### src/wbu_config.svh
// widths assume an RV32 integer register file with 32 registers
// queue depth sets how many results one source may leave pending per port
`ifndef WBU_CONFIG_SVH
`define WBU_CONFIG_SVH

// one register word
`define REG_DATA_WIDTH 32

// register index, x0..x31
`define REG_ADDR_WIDTH 5

// commit identifier, wraps at 16 in-flight instructions
`define COMMIT_ID_WIDTH 4

// entries per buffered source queue
`define WB_QUEUE_DEPTH 2

`endif

### src/wbu_pkg.sv
// one payload type serves all sources, queue entries and port outputs
// on a port output, we also marks commit valid for commit_id
`default_nettype none

`include "wbu_config.svh"

package wbu_pkg;

    // a finished result headed for the register file
    typedef struct packed {
        logic                         we;
        logic [`REG_ADDR_WIDTH-1:0]   addr;
        logic [`REG_DATA_WIDTH-1:0]   data;
        logic [`COMMIT_ID_WIDTH-1:0]  commit_id;
    } wb_wr_t;

    // buffered sources per write port, index 0 wins
    localparam int NUM_QUEUED = 3;

    // selects one of the buffered sources of a port
    typedef logic [$clog2(NUM_QUEUED)-1:0] queued_idx_t;

endpackage

`default_nettype wire

### src/wb_queue.sv
// head_o is only meaningful while empty_o is low
// a push into a full queue is dropped unless a pop happens in the same cycle
`timescale 1ns/100ps
`default_nettype none

`include "wbu_config.svh"

module wb_queue #(
    parameter int DEPTH = `WB_QUEUE_DEPTH
) (
    input  wire                    clk,
    input  wire                    rst_n,
    input  wire                    push_i,
    input  wire wbu_pkg::wb_wr_t   entry_i,
    input  wire                    pop_i,
    output wbu_pkg::wb_wr_t        head_o,
    output logic                   empty_o,
    output logic                   full_o
);

    localparam int PTR_W = (DEPTH > 1) ? $clog2(DEPTH) : 1;
    localparam int CNT_W = $clog2(DEPTH + 1);

    wbu_pkg::wb_wr_t  mem [DEPTH];
    logic [PTR_W-1:0] wr_ptr;
    logic [PTR_W-1:0] rd_ptr;
    logic [CNT_W-1:0] count;
    logic             do_push;
    logic             do_pop;

    assign empty_o = (count == '0);
    assign full_o  = (count == CNT_W'(DEPTH));

    // full queue still takes a push when the head leaves in the same cycle
    assign do_push = push_i && (!full_o || pop_i);
    assign do_pop  = pop_i && !empty_o;

    assign head_o = mem[rd_ptr];

    always_ff @(posedge clk) begin
        if (do_push) begin
            mem[wr_ptr] <= entry_i;
        end
    end

    always_ff @(posedge clk or negedge rst_n) begin
        if (!rst_n) begin
            wr_ptr <= '0;
            rd_ptr <= '0;
            count  <= '0;
        end else begin
            if (do_push) begin
                wr_ptr <= (wr_ptr == PTR_W'(DEPTH - 1)) ? '0 : wr_ptr + 1'b1;
            end
            if (do_pop) begin
                rd_ptr <= (rd_ptr == PTR_W'(DEPTH - 1)) ? '0 : rd_ptr + 1'b1;
            end
            if (do_push && !do_pop) begin
                count <= count + 1'b1;
            end else if (do_pop && !do_push) begin
                count <= count - 1'b1;
            end
        end
    end

endmodule

`default_nettype wire

### src/wb_port_arbiter.sv
// direct source has no ready and always wins, so it must never stall
// buffered sources hold their request while their ready is low
`timescale 1ns/100ps
`default_nettype none

`include "wbu_config.svh"

module wb_port_arbiter (
    input  wire                                              clk,
    input  wire                                              rst_n,
    input  wire wbu_pkg::wb_wr_t                             direct_i,
    input  wire wbu_pkg::wb_wr_t [wbu_pkg::NUM_QUEUED-1:0]   queued_i,
    output logic [wbu_pkg::NUM_QUEUED-1:0]                   queued_ready_o,
    output wbu_pkg::wb_wr_t                                  wb_o
);

    localparam int NQ = wbu_pkg::NUM_QUEUED;

    wbu_pkg::wb_wr_t [NQ-1:0] q_head;
    logic [NQ-1:0]            q_empty;
    logic [NQ-1:0]            q_full;
    logic [NQ-1:0]            q_push;
    logic [NQ-1:0]            q_pop;
    logic [NQ-1:0]            q_byp;

    wbu_pkg::queued_idx_t     head_idx;
    logic                     head_found;
    wbu_pkg::queued_idx_t     byp_idx;
    logic                     byp_ok;
    wbu_pkg::wb_wr_t          sel;

    // output register, only we is control state
    logic                         wb_we_q;
    logic [`REG_ADDR_WIDTH-1:0]   wb_addr_q;
    logic [`REG_DATA_WIDTH-1:0]   wb_data_q;
    logic [`COMMIT_ID_WIDTH-1:0]  wb_cid_q;

    for (genvar g = 0; g < NQ; g++) begin : gen_queue
        wb_queue #(
            .DEPTH (`WB_QUEUE_DEPTH)
        ) q_inst (
            .clk     (clk),
            .rst_n   (rst_n),
            .push_i  (q_push[g]),
            .entry_i (queued_i[g]),
            .pop_i   (q_pop[g]),
            .head_o  (q_head[g]),
            .empty_o (q_empty[g]),
            .full_o  (q_full[g])
        );
    end

    assign queued_ready_o = ~q_full;

    // oldest pending work first, lowest index wins among queue heads
    always_comb begin
        head_found = 1'b0;
        head_idx   = '0;
        for (int i = NQ - 1; i >= 0; i--) begin
            if (!q_empty[i]) begin
                head_found = 1'b1;
                head_idx   = wbu_pkg::queued_idx_t'(i);
            end
        end
    end

    // bypass only onto a fully idle port, and only the top requester
    always_comb begin
        byp_ok  = 1'b0;
        byp_idx = '0;
        for (int i = NQ - 1; i >= 0; i--) begin
            if (queued_i[i].we) begin
                byp_ok  = 1'b1;
                byp_idx = wbu_pkg::queued_idx_t'(i);
            end
        end
        byp_ok = byp_ok && !direct_i.we && (&q_empty);
    end

    // accepted requests that do not go straight out are stored
    always_comb begin
        for (int i = 0; i < NQ; i++) begin
            q_byp[i]  = byp_ok && (byp_idx == wbu_pkg::queued_idx_t'(i));
            q_pop[i]  = !direct_i.we && head_found
                        && (head_idx == wbu_pkg::queued_idx_t'(i));
            q_push[i] = queued_i[i].we && !q_full[i] && !q_byp[i];
        end
    end

    always_comb begin
        if (direct_i.we) begin
            sel = direct_i;
        end else if (head_found) begin
            sel = q_head[head_idx];
        end else if (byp_ok) begin
            sel = queued_i[byp_idx];
        end else begin
            sel = '0;
        end
    end

    always_ff @(posedge clk or negedge rst_n) begin
        if (!rst_n) begin
            wb_we_q <= 1'b0;
        end else begin
            wb_we_q <= sel.we;
        end
    end

    // payload only loads with a real write
    always_ff @(posedge clk) begin
        if (sel.we) begin
            wb_addr_q <= sel.addr;
            wb_data_q <= sel.data;
            wb_cid_q  <= sel.commit_id;
        end
    end

    always_comb begin
        wb_o.we        = wb_we_q;
        wb_o.addr      = wb_addr_q;
        wb_o.data      = wb_data_q;
        wb_o.commit_id = wb_cid_q;
    end

endmodule

`default_nettype wire

### src/wbu_top.sv
// port 1 takes mul1 direct, then div1, alu1, csr
// port 2 takes lsu direct, then mul2, div2, alu2
`timescale 1ns/100ps
`default_nettype none

module wbu_top (
    input  wire                    clk,
    input  wire                    rst_n,
    input  wire wbu_pkg::wb_wr_t   mul1_i,
    input  wire wbu_pkg::wb_wr_t   div1_i,
    input  wire wbu_pkg::wb_wr_t   alu1_i,
    input  wire wbu_pkg::wb_wr_t   csr_i,
    input  wire wbu_pkg::wb_wr_t   lsu_i,
    input  wire wbu_pkg::wb_wr_t   mul2_i,
    input  wire wbu_pkg::wb_wr_t   div2_i,
    input  wire wbu_pkg::wb_wr_t   alu2_i,
    output logic                   div1_ready_o,
    output logic                   alu1_ready_o,
    output logic                   csr_ready_o,
    output logic                   mul2_ready_o,
    output logic                   div2_ready_o,
    output logic                   alu2_ready_o,
    output wbu_pkg::wb_wr_t        wb1_o,
    output wbu_pkg::wb_wr_t        wb2_o
);

    logic [wbu_pkg::NUM_QUEUED-1:0] port1_ready;
    logic [wbu_pkg::NUM_QUEUED-1:0] port2_ready;

    // index 0 sits at the right end of each concatenation
    wb_port_arbiter port1_inst (
        .clk            (clk),
        .rst_n          (rst_n),
        .direct_i       (mul1_i),
        .queued_i       ({csr_i, alu1_i, div1_i}),
        .queued_ready_o (port1_ready),
        .wb_o           (wb1_o)
    );

    wb_port_arbiter port2_inst (
        .clk            (clk),
        .rst_n          (rst_n),
        .direct_i       (lsu_i),
        .queued_i       ({alu2_i, div2_i, mul2_i}),
        .queued_ready_o (port2_ready),
        .wb_o           (wb2_o)
    );

    assign div1_ready_o = port1_ready[0];
    assign alu1_ready_o = port1_ready[1];
    assign csr_ready_o  = port1_ready[2];

    assign mul2_ready_o = port2_ready[0];
    assign div2_ready_o = port2_ready[1];
    assign alu2_ready_o = port2_ready[2];

endmodule

`default_nettype wire

### config.mk
export PLATFORM = sky130hd
export DESIGN_NAME = wbu_top
export DESIGN_NICKNAME = d
export VERILOG_FILES = /design/src/wbu_pkg.sv /design/src/wb_queue.sv /design/src/wb_port_arbiter.sv /design/src/wbu_top.sv
export VERILOG_INCLUDE_DIRS = /design/src
export SDC_FILE = /design/constraint.sdc
export NUM_CORES = 1
export LEC_CHECK = 0
export BUFFER_PORTS_ARGS = -buffer_cell sky130_fd_sc_hd__buf_2
export CAP_MARGIN = 20
export CORE_MARGIN = 2
export CORE_UTILIZATION = 50
export CTS_BUF_LIST = sky130_fd_sc_hd__clkbuf_4 sky130_fd_sc_hd__clkbuf_8
export DETAILED_ROUTE_END_ITERATION = 16
export HOLD_SLACK_MARGIN = 0.03
export PLACE_DENSITY = 0.8
export SLEW_MARGIN = 40
export SYNTH_ARGS = -nofsm -noshare
export SYNTH_HDL_FRONTEND = slang
export SYNTH_HIERARCHICAL = 1
export SYNTH_SLANG_ARGS = --single-unit
### constraint.sdc
create_clock -name clk -period 8.75 [get_ports clk]
set_input_delay 1.3125 -clock clk [delete_from_list [all_inputs] [get_ports clk]]
set_output_delay 1.3125 -clock clk [all_outputs]
set_load 0.1 [all_outputs]
## Yosys cells after proc, flatten, opt, wreduce, memory -nomap -nowiden

Memory sizes are Yosys's and may differ from the RTL's.
Cells that the tools add are included.

| storage, ports and cells | value |
|---|---|
| register bits after elaboration | 108 |
| RAM bits | 504 |
| bits of input ports | 338 |
| logic and storage cells | 260 |
| memories | 6 |

Memories:

| memory | words | width | read ports | clocked after Yosys merged registers in | wr ports | line | text |
|---|---|---|---|---|---|---|---|
| port1_inst.gen_queue[0].q_inst.mem | 2 | 42 | 1 | 0 | 1 | wb_queue.sv:24 | `wbu_pkg::wb_wr_t mem [DEPTH];` |
| port1_inst.gen_queue[1].q_inst.mem | 2 | 42 | 1 | 0 | 1 | wb_queue.sv:24 |  |
| port1_inst.gen_queue[2].q_inst.mem | 2 | 42 | 1 | 0 | 1 | wb_queue.sv:24 |  |
| port2_inst.gen_queue[0].q_inst.mem | 2 | 42 | 1 | 0 | 1 | wb_queue.sv:24 |  |
| port2_inst.gen_queue[1].q_inst.mem | 2 | 42 | 1 | 0 | 1 | wb_queue.sv:24 |  |
| port2_inst.gen_queue[2].q_inst.mem | 2 | 42 | 1 | 0 | 1 | wb_queue.sv:24 |  |

| cells by class | value |
|---|---|
| add/subtract/negate cells | 24 |
| $lt $le $gt $ge | 4 |
| equal/unequal tests | 14 |
| muxes and demuxes | 74 |
| bitwise operators | 2 |
| reduce and logical (&&, ||, !) cells | 110 |

Operators with widths:

| cell | count |
|---|---|
| 2-to-1 mux 42 bit | 10 |
| binary-select mux 42 bit (select 2 bit) | 4 |
| logical AND 1 bit | 54 |
| 2-to-1 mux 2 bit | 24 |
| 2-to-1 mux 1 bit | 36 |
| logical NOT 1 bit | 32 |
| == test 2 bit, second input constant | 10 |
| logical NOT 2 bit | 10 |
| adder 1 bit, second input constant | 12 |
| adder 2 x 1 -> 2 bit, second input constant | 6 |
| less-than comparator 2 x 3 -> 1 bit, second input constant | 4 |
| nonzero test 2 bit | 6 |
| subtractor 2 x 1 -> 2 bit, second input constant | 6 |
| == test 2 x 1 -> 1 bit, second input constant | 4 |
| logical OR 1 bit | 6 |
| inverter 3 bit | 2 |
| AND reduction 3 bit | 2 |

## Logic depth before layout (Yosys ltp)

Gate-level depths: netlist of run 1.

| logic depth | value |
|---|---|
| depth in word-level cells | 13 |
| gate-level depth with buffers | 12 |
| mapped depth without buffers | 10 |

## Cells and area by module

Netlist of run 1, hierarchy kept.

By module, submodules not included:

| module | times used | cells each | area each (sq um) | sequential area each (sq um) |
|---|---|---|---|---|
| wb_queue | 6 | 151 | 3458.3 | 2622.5 |
| wb_port_arbiter | 2 | 474 | 3817.4 | 1256.2 |

## Worst setup path after synthesis of run 1

No wires, ideal clock.

| timing path | value |
|---|---|
| path type | input to register |
| from | in alu1_i[41] (netlist name) |
| to | mem port1_inst/gen_queue[2].q_inst/mem[0][0] (netlist name) (enable) |
| arrival | 4.358 ns |
| setup slack | 3.951 ns |
| cell stages on the path | 8 |
| buffers on the path | 2 |
| cell sequence | or2_1 -> buf_6 -> o2111ai_4 -> buf_6 -> nor4_1 -> nor3b_1 -> o21ai_4 -> nor2_1 |

| between the ends | value |
|---|---|
| cells in the longest elaborated chain, start to end | 10 |
| elaborated cells on any way between the ends | 13 |
| those cells by class | 1 x eq/ne; 6 x mux; 6 x reduce/logical |

RTL lines:

| item | line | text |
|---|---|---|
| start: declaration | wbu_top.sv:11 | `input wire wbu_pkg::wb_wr_t alu1_i,` |
| 2-to-1 mux 1 bit (2 in series) | wb_port_arbiter.sv:72 | `if (queued_i[i].we) begin` |
| logical AND 1 bit (2 in series) | wb_port_arbiter.sv:77 | `byp_ok = byp_ok && !direct_i.we && (&q_empty);` |
| logical AND 1 bit * | wb_port_arbiter.sv:83 | `q_byp[i] = byp_ok && (byp_idx == wbu_pkg::queued_idx_t'(i));` |
| logical NOT 1 bit * | wb_port_arbiter.sv:86 | `q_push[i] = queued_i[i].we && !q_full[i] && !q_byp[i];` |
| logical AND 1 bit * | wb_port_arbiter.sv:86 |  |
| via port1_inst.q_push[2] | wb_port_arbiter.sv:22 | `logic [NQ-1:0] q_push;` |
| logical AND 1 bit * | wb_queue.sv:35 | `assign do_push = push_i && (!full_o \|\| pop_i);` |
| 2-to-1 mux 1 bit * | wb_queue.sv:41 | `if (do_push) begin` |
| 2-to-1 mux 1 bit (not written as such) * | wb_queue.sv:42 | `mem[wr_ptr] <= entry_i;` |
| end: declaration | wb_queue.sv:24 |  |

Mark *: on every way through the listed nets, which the timed path passes. The rest lies on a longest branch.

## Worst setup path in the final report of run 1

| timing path | value |
|---|---|
| from | in div2_i[41] (netlist name) |
| to | mem port2_inst/gen_queue[0].q_inst/mem[0][16] (netlist name) (enable) |

| between the ends | value |
|---|---|
| cells in the longest elaborated chain, start to end | 10 |
| elaborated cells on any way between the ends | 13 |
| those cells by class | 6 x mux; 7 x reduce/logical |

RTL lines:

| item | line | text |
|---|---|---|
| start: declaration | wbu_top.sv:15 | `input wire wbu_pkg::wb_wr_t div2_i,` |
| 2-to-1 mux 1 bit (2 in series) | wb_port_arbiter.sv:72 |  |
| logical AND 1 bit (2 in series) | wb_port_arbiter.sv:77 |  |
| logical AND 1 bit * | wb_port_arbiter.sv:83 |  |
| logical NOT 1 bit * | wb_port_arbiter.sv:86 |  |
| logical AND 1 bit * | wb_port_arbiter.sv:86 |  |
| via port2_inst.q_push[0] | wb_port_arbiter.sv:22 |  |
| logical AND 1 bit * | wb_queue.sv:35 |  |
| 2-to-1 mux 1 bit * | wb_queue.sv:41 |  |
| 2-to-1 mux 1 bit (not written as such) * | wb_queue.sv:42 |  |
| end: declaration | wb_queue.sv:24 |  |

Marked as above.

==> results of run 1 <==
## cell usage after synthesis (all sizes together)
cell | n | area (um^2)
nand2 | 60 | 225.2
o2111a | 2 | 22.52
nand2b | 10 | 107.6
edfxtp | 586 | 17600
nor3b | 2 | 15.01
a32oi | 6 | 52.55
clkinv | 2 | 7.510
dfrtp | 26 | 650.6
nor4 | 60 | 375.4
clkbuf | 60 | 227.7
inv | 30 | 112.6
xor2 | 12 | 105.1
ha | 6 | 75.07
o21ai | 12 | 127.6
buf | 82 | 865.8
a31oi | 18 | 112.6
xnor2 | 18 | 202.7
o22ai | 70 | 437.9
mux2 | 252 | 3716
or2 | 2 | 12.51
o311a | 2 | 20.02
and2 | 2 | 12.51
o2111ai | 2 | 52.55
nor3 | 4 | 20.02
a221o | 58 | 580.6
nor2 | 148 | 555.5
o32ai | 58 | 508.0
o22a | 18 | 157.7
or3 | 8 | 50.05
nor2b | 108 | 675.7
o211ai | 18 | 135.1
or3b | 2 | 17.52
a21oi | 110 | 550.5
## flip-flops by register name, indices dropped and copies added, names as in the netlist
signal,cells
port2_inst/gen_queue.q_inst/count,6
port2_inst/gen_queue.q_inst/rd_ptr,3
port1_inst/gen_queue.q_inst/mem,252
port1_inst/wb_data_q,32
port1_inst/wb_addr_q,5
port2_inst/wb_cid_q,4
port1_inst/wb_cid_q,4
port1_inst/gen_queue.q_inst/rd_ptr,3
port2_inst/wb_data_q,32
port2_inst/gen_queue.q_inst/wr_ptr,3
port1_inst/wb_we_q,1
port2_inst/wb_we_q,1
port2_inst/gen_queue.q_inst/mem,252
port1_inst/gen_queue.q_inst/wr_ptr,3
port1_inst/gen_queue.q_inst/count,6
port2_inst/wb_addr_q,5
## worst max-delay path by stage
stage | from | depth (start not counted) | to | slack, ps
global placement | div1_i[41] | 7 | port1_inst/gen_queue[0].q_inst/mem[0][7]$_DFFE_PP_ | 4110
floorplan | alu1_i[41] | 8 | port1_inst/gen_queue[2].q_inst/mem[0][0]$_DFFE_PP_ | 3950
global route | alu1_i[41] | 10 | port1_inst/gen_queue[0].q_inst/mem[0][25]$_DFFE_PP_ | 5030
detailed placement | div2_i[41] | 10 | port2_inst/gen_queue[0].q_inst/mem[0][12]$_DFFE_PP_ | 4460
finish | div2_i[41] | 10 | port2_inst/gen_queue[0].q_inst/mem[0][16]$_DFFE_PP_ | 5100
CTS | div2_i[41] | 10 | port2_inst/gen_queue[0].q_inst/mem[1][22]$_DFFE_PP_ | 5200
## final cells by class
class / count / area share (%)
timing repair buffer: 466 / 7.714
sequential: 612 / 55.31
tap: 756 / 2.866
antenna: 16 / 0.1213
multi-input combinational: 1068 / 27.48
inverter: 32 / 0.3639
clock inverter: 45 / 1.168
clock buffer: 133 / 4.977
## metal layers
metal	track usage [%]	up-vias
met4	12.93	6
met2	40.85	1469
li1	-	8113
met5	0	-
met3	6.303	268
met1	32.04	9270
## critical path, cell delays in order
cell       delay [ps]
buf_2             180
or2_1             240
buf_4             310
o2111ai_4         270
buf_4             480
nor2_1             90
nor3_1            290
o21ai_4           150
nor2_4            100
buf_4             510
## through the flow
stage          cells  hold slack, ps
2_1_floorplan   1854           522.0
6_report        3128           579.0
5_1_grt         3126           595.6
3_5_place_dp    2934           553.1
4_1_cts         3112           573.7
3_3_place_gp    2928           546.7
## cell families after synthesis
logic type,count (synthesis),share of synthesized area [%]
buf+inv,174,4.276
mux,252,13.09
simple gates,406,7.282
xor+xnor,30,1.084
fa+ha+maj,6,0.2645
compound gates,374,9.715
flops,612,64.29
## power by group
group	internal (uW)	leakage (uW)	switching (uW)
Clock	1380	0.00107	1150
Sequential	4250	0.00579	290
Combinational	1730	0.00558	3770
Total	7360	0.0124	5210
==> metrics.md, run 1 <==
| Metric | Value |
|---|---|
| Endpoints failing hold | 0 |
| Period utilization | a little over two fifths |
| Mapped Nets | 2198 |
| Hold_sp | port1_inst/gen_queue[2].q_inst/count[0]$_DFFE_PN0P_ |
| Synthesized area | roughly 0.028 mm^2 |
| CTS tree | built |
| Pin count of the biggest net entering global routing | 106 |
| Cell count of the worst hold path | 1 |
| Total GRT Usage | 25.39% |
| Fin area | 0.03301 mm^2 |
| Die height | around 240 um |
| Vias in the first global route | 19268 |
| Tot Pwr | 12570 uW |
| CP arrival | 3980 ps |
| Hold Buf Count CTS | 0 |
| Least-Margin Pin Slew | 845.2 ps |
| Critical Path Fanout Max | 42 |
| Die area | 0.05869 mm^2 |
| Worst reg-to-reg path cell count | 7 |
| FF-to-FF End | port2_inst/gen_queue[1].q_inst/mem[0][33]$_DFFE_PP_ |
| Crit path capture type | register |
| First-pass GRT wire length | 114000 um |
| Worst path required time | 9080 ps |
| Worst skew pair latency | 730 ps |
| Ratio of cells with drive above 1 in the final layout | about two fifths |
| Total routed wirelength | 76960 um |
| CTS Buffer Depth | 3 |
| Syn_area_per_cell | 15.31 um^2 |
| Final slew viol count | 0 |
| Syn Inst Count | 1854 |
| R2R Setup Slk | 5350 ps |
| DR pass1 iterations | 6 |
| Critical path launch point type | primary input |
| RSZ-0062 raised after global routing | no |
| Standard-cell row count | 87 |
| CTS buffer count | between 90 and 100 |
| GPL Wtd Cong | ~0.9 |
| Run status | finished, final reports clean |
| M1 WL | 28070 um |
| Top Metal Used | met5 |
| Setup TNS | 0 ps |
| Root Driver | clkbuf_8 |
| Die X | about 240 um |
| Combined area of the multi-input logic cells | 0.009071 mm^2 |
| Drt wl/cell | 24.60 um |
| Final Skew | 44.45 ps |
| HPWL after DPL | ~49000 um |
| Final setup vio count | 0 |
| Register area share after synthesis | 64.29% |
| Drt initial violations | 2384 |
| Yosys reg bits | 612 |
| Max_slew headroom | 43.65% |
| Port bufs | 427 |
| Lkg Pwr | approximately 0.012 uW |
| Starting Density | between 50% and 60% |
| Layout fillers | approximately 4100 |
| Setup WS pre-CTS | around 4500 ps |
| Hold endpoint | port1_inst/gen_queue[2].q_inst/count[0]$_DFFE_PN0P_ |
| Final core occ | 58.65% |
| Drt via density | 6.114 |
| Post-CTS setup buffers | 0 |
| Critical setup path kind | primary input to register |
| Placeable Area | between 0.05 and 0.06 mm^2 |
| Met3 routed wirelength | 8708 um |
| Reg-to-Reg Start | port2_inst/gen_queue[0].q_inst/count[0]$_DFFE_PN0P_ |
| Peak supply drop | 0.2901 mV |
| Unique cell type count in the Yosys netlist | 43 |
| Most frequent cells in the layout | edfxtp_1 (586), buf_2 (424), mux2_4 (234) |
| CTS resizes | 0 |
| Grt ovf | 0 |
| DP Area | approximately 0.03 mm^2 |
| I/O pin count | approximately 430 |
| PwrDens | 380.7 mW/mm^2 |
| CTS clk-pin slew, worst paths | 70 ps |
| Worst hold path type | register to register |
| Max Cap Violations | 0 |
| WL met2 | approximately 37000 um |
| FMAX | 0.2738 GHz |
| Post-route DRC | 0 |
| Via count | between 15000 and 20000 |
| Routed Antenna Nets | 0 |
| CTS sink cnt | 612 |
| P&R area growth vs syn | 16.28% |
| Final WS setup | 5098 ps |
| Final #Nets | roughly 2600 |
| Reg area | 0.01826 mm^2 |
| Ys Warns | 6 |
| Most common cell after layout, fill and taps aside | edfxtp_1 |
| # H-tree levels | 3 |
| Initial antenna violation count | 18 |
| Min Clock Period, post-route | 3652 ps |
(Power assumes the default switching activity.)
==> run 2: changes to the inputs <==
--- a/config.mk
+++ b/config.mk
@@ -6,6 +6,7 @@
 export SDC_FILE = /design/constraint.sdc
 export NUM_CORES = 1
 export LEC_CHECK = 0
+export ABC_AREA = 1
 export BUFFER_PORTS_ARGS = -buffer_cell sky130_fd_sc_hd__buf_2
 export CAP_MARGIN = 20
 export CORE_MARGIN = 2
@@ -13,7 +14,7 @@
 export CTS_BUF_LIST = sky130_fd_sc_hd__clkbuf_4 sky130_fd_sc_hd__clkbuf_8
 export DETAILED_ROUTE_END_ITERATION = 16
 export HOLD_SLACK_MARGIN = 0.03
-export PLACE_DENSITY = 0.8
+export PLACE_DENSITY = 0.83
 export SLEW_MARGIN = 40
 export SYNTH_ARGS = -nofsm -noshare
 export SYNTH_HDL_FRONTEND = slang
==> constraint.sdc (replaced) <==
create_clock -name clk -period 3.3 [get_ports clk]
set_input_delay 0.495 -clock clk [delete_from_list [all_inputs] [get_ports clk]]
set_output_delay 0.495 -clock clk [all_outputs]
set_load 0.1 [all_outputs]
==> metrics.md, run 2 <==
| Metric | Value |
|---|---|
| Run status | finished, final reports clean |
| Max_slew headroom | between 40% and 50% |
| Reg area | between 0.015 and 0.02 mm^2 |
| Yosys reg bits | 612 |
| Post-synth top area cell | edfxtp_1 |
| First-pass GRT wire length | 135700 um |
| Post-route DRC | 0 |
| Endpoints failing hold | 0 |
| Worst hold path type | primary input to register |
| Tot Pwr | 33540 uW |
| Initial antenna violation count | 15 |
| DR pass1 iterations | 6 |
| Most frequent cells in the layout | nand2_1 (1178), edfxtp_1 (586), buf_2 (426) |
| Clock share of power | 20.3% |
| Starting Density | roughly half |
| Lkg Pwr | around 0.015 uW |
| Crit path capture type | register |
| Drt wl/cell | 20.66 um |
| Standard-cell row count | 87 |
| Final slew viol count | 0 |
| Worst path required time | between 3000 and 4000 ps |
| Pin count of the biggest net entering global routing | 71 |
| Top cells by instance count after synthesis | nand2_1 (1178), edfxtp_1 (586), nand3_1 (336) |
| Combined area of the multi-input logic cells | 0.008756 mm^2 |
| CTS sink cnt | 612 |
| Syn_area_per_cell | 9.895 um^2 |
| Least-Margin Pin Slew | 871.6 ps |
| Total routed wirelength | 90000 um |
| CTS buffer count | 97 |
| Via count | 24485 |
| Synthesized area | between 0.02 and 0.03 mm^2 |
| WP buf/inv | 4 |
| Peak supply drop | 0.8112 mV |
| # H-tree levels | 3 |
| Min Clock Period, post-route | approximately 2600 ps |
| CP arrival | ~3000 ps |
| Top FF cell, synth | edfxtp_1 |
| Die area | around 0.059 mm^2 |
| Largest regs | port1_inst/gen_queue.q_inst/mem x252, port2_inst/gen_queue.q_inst/mem x252 |
| HPWL after DPL | roughly 55000 um |
| RSZ-0062 raised after global routing | no |
| Net Sw Power | about 15000 uW |
| Setup TNS | 0 ps |
| Most common cell in the netlist | nand2_1 |
| Mapped Nets | 3218 |
| Final Skew | 27.84 ps |
| Vias in the first global route | 24354 |
| Power Internal | 18220 uW |
| Critical path launch point type | register |
| Register area share after synthesis | 64.17% |
| Worst skew pair latency | 700 ps |
| Top Family by Delay on Critical Path | buffers and inverters |
| Critical path cell sequence | nor2_4 > buf_4 > nand3_2 > nor2_1 > inv_1 > nand3_2 > nand3_1 > inv_2 > buf_4 |
| Critical Path Fanout Max | 27 |
| Post-CTS setup buffers | 0 |
| Async SR Flop Fraction | between 4 and 5% |
| Layout fillers | 4035 |
| Die X | between 200 and 250 um |
| Synth top area share | 61.88% |
| Ys Warns | 6 |
| Ratio of cells with drive above 1 in the final layout | between 20% and 30% |
| Sw Share | between 40 and 50% |
| Root Driver | clkbuf_8 |
| Routed Antenna Nets | 0 |
| CTS resizes | 0 |
| Total GRT Usage | 29.85% |
| Final setup vio count | 0 |
| Hold Buf Count CTS | 218 |
| Max Cap Violations | 0 |
| Synth area leaders | edfxtp_1 (62%), nand2_1 (16%), nand3_1 (5.9%) |
| I/O pin count | 428 |
| CTS Buffer Depth | 3 |
| Grt ovf | 0 |
| Reg power frac | 35.9% |
| Max stage delay on crit path | 480 ps |
| Syn Inst Count | 2874 |
| CTS clk-pin slew, worst paths | 70 ps |
| Drt initial violations | 2805 |
| EDFF count, synth | 586 |
| FMAX | roughly 0.38 GHz |
| Unique cell type count in the Yosys netlist | 25 |
| GPL Wtd Cong | a little under 0.9 |
| CTS tree | built |
| Critical path depth | 9 |
| P&R area growth vs syn | 24.00% |
| Placeable Area | 0.05628 mm^2 |
| Final #Nets | 3853 |
| Die height | 242.5 um |
| PwrDens | around 950 mW/mm^2 |
| Critical setup path kind | register to register |
| Most common cell after layout, fill and taps aside | nand2_1 |
| Port bufs | 427 |
| Period utilization | 79.09% |
| Comb power frac | 43.8% |
| Worst path slowest cell | inv_2 |
| Cell count of the worst hold path | 1 |
| Worst reg-to-reg path cell count | 9 |
| Drt via density | around 5.6 |
run 2: cell count changes after synthesis, sizes merged, moves of 60 or more:
cell	previous run	this run
nand2	60	1250
nand3	0	344
mux2	252	0
nor2	148	298
nor2b	108	0
a21oi	110	12
o22ai	70	0
inv	30	92
nor4	60	0
run 2: power by group through the flow:
stage               sequential [uW]  combinational (uW)  clock, uW
finish                        12100               14700       6790
global route                  12200               15600       7150
CTS                           12000               14300       6770
detailed placement            12100               14000          0
global placement              12100               13800          0
floorplan                     15900                7080          0
run 2: through the flow:
stage          worst slack [ps]  utilization [%]  hold slack [ps]  cell area, um^2  instances
6_report                  690.1            62.66            50.26            35260       4356
5_1_grt                   536.8            62.64            44.33            35250       4352
4_1_cts                   718.7            62.61            30.25            35240       4346
3_5_place_dp              732.3            55.09            462.7            31000       3948
3_3_place_gp              777.6            55.08            455.6            31000       3948
2_1_floorplan             259.9                -            199.4            28450       2874
run 2: path summary, 6_finish.rpt:
path	slack (ps)	to	start
setup reg to reg	690	port2_inst/gen_queue[2].q_inst/mem[0][5]$_DFFE_PP_	port2_inst/gen_queue[0].q_inst/count[0]$_DFFE_PN0P_
max in group asynchronous	2610	port2_inst/wb_we_q$_DFF_PN0_	rst_n
min in group asynchronous	330	port1_inst/gen_queue[2].q_inst/count[0]$_DFFE_PN0P_	rst_n
hold reg to reg	480	port1_inst/gen_queue[2].q_inst/wr_ptr$_DFFE_PN0P_	port1_inst/gen_queue[2].q_inst/wr_ptr$_DFFE_PN0P_
hold / removal	50	port2_inst/gen_queue[2].q_inst/mem[0][16]$_DFFE_PP_	alu2_i[16]
setup / recovery	690	port2_inst/gen_queue[2].q_inst/mem[0][5]$_DFFE_PP_	port2_inst/gen_queue[0].q_inst/count[0]$_DFFE_PN0P_
run 2: logic make-up after synthesis:
logic type / count (synthesis) / share of synthesized area, %
AOI/OAI and AO/OA: 78 / 1.945
DFF: 612 / 64.17
buffers and inverters: 256 / 5.306
xor gates and xnor gates: 6 / 0.1848
and+or+nand+nor: 1916 / 28.13
adders and majority gates: 6 / 0.2640
run 2: area by class of cell:
type / count / area share (%)
Sequential cell: 612 / 51.75
Multi-Input combinational cell: 2006 / 24.83
Timing Repair Buffer: 700 / 13.78
Clock buffer: 128 / 4.677
Tap cell: 756 / 2.683
Clock inverter: 52 / 1.143
Inverter: 92 / 1.065
Antenna cell: 10 / 0.07097
run 2: routing by layer:
layer	track usage, %	vias up	share of wire, %
met5	0	-	0.053
met4	15.38	8	4.9
met3	6.913	393	12
met2	51.61	1960	49
met1	34.73	11232	34
li1	-	10892	-
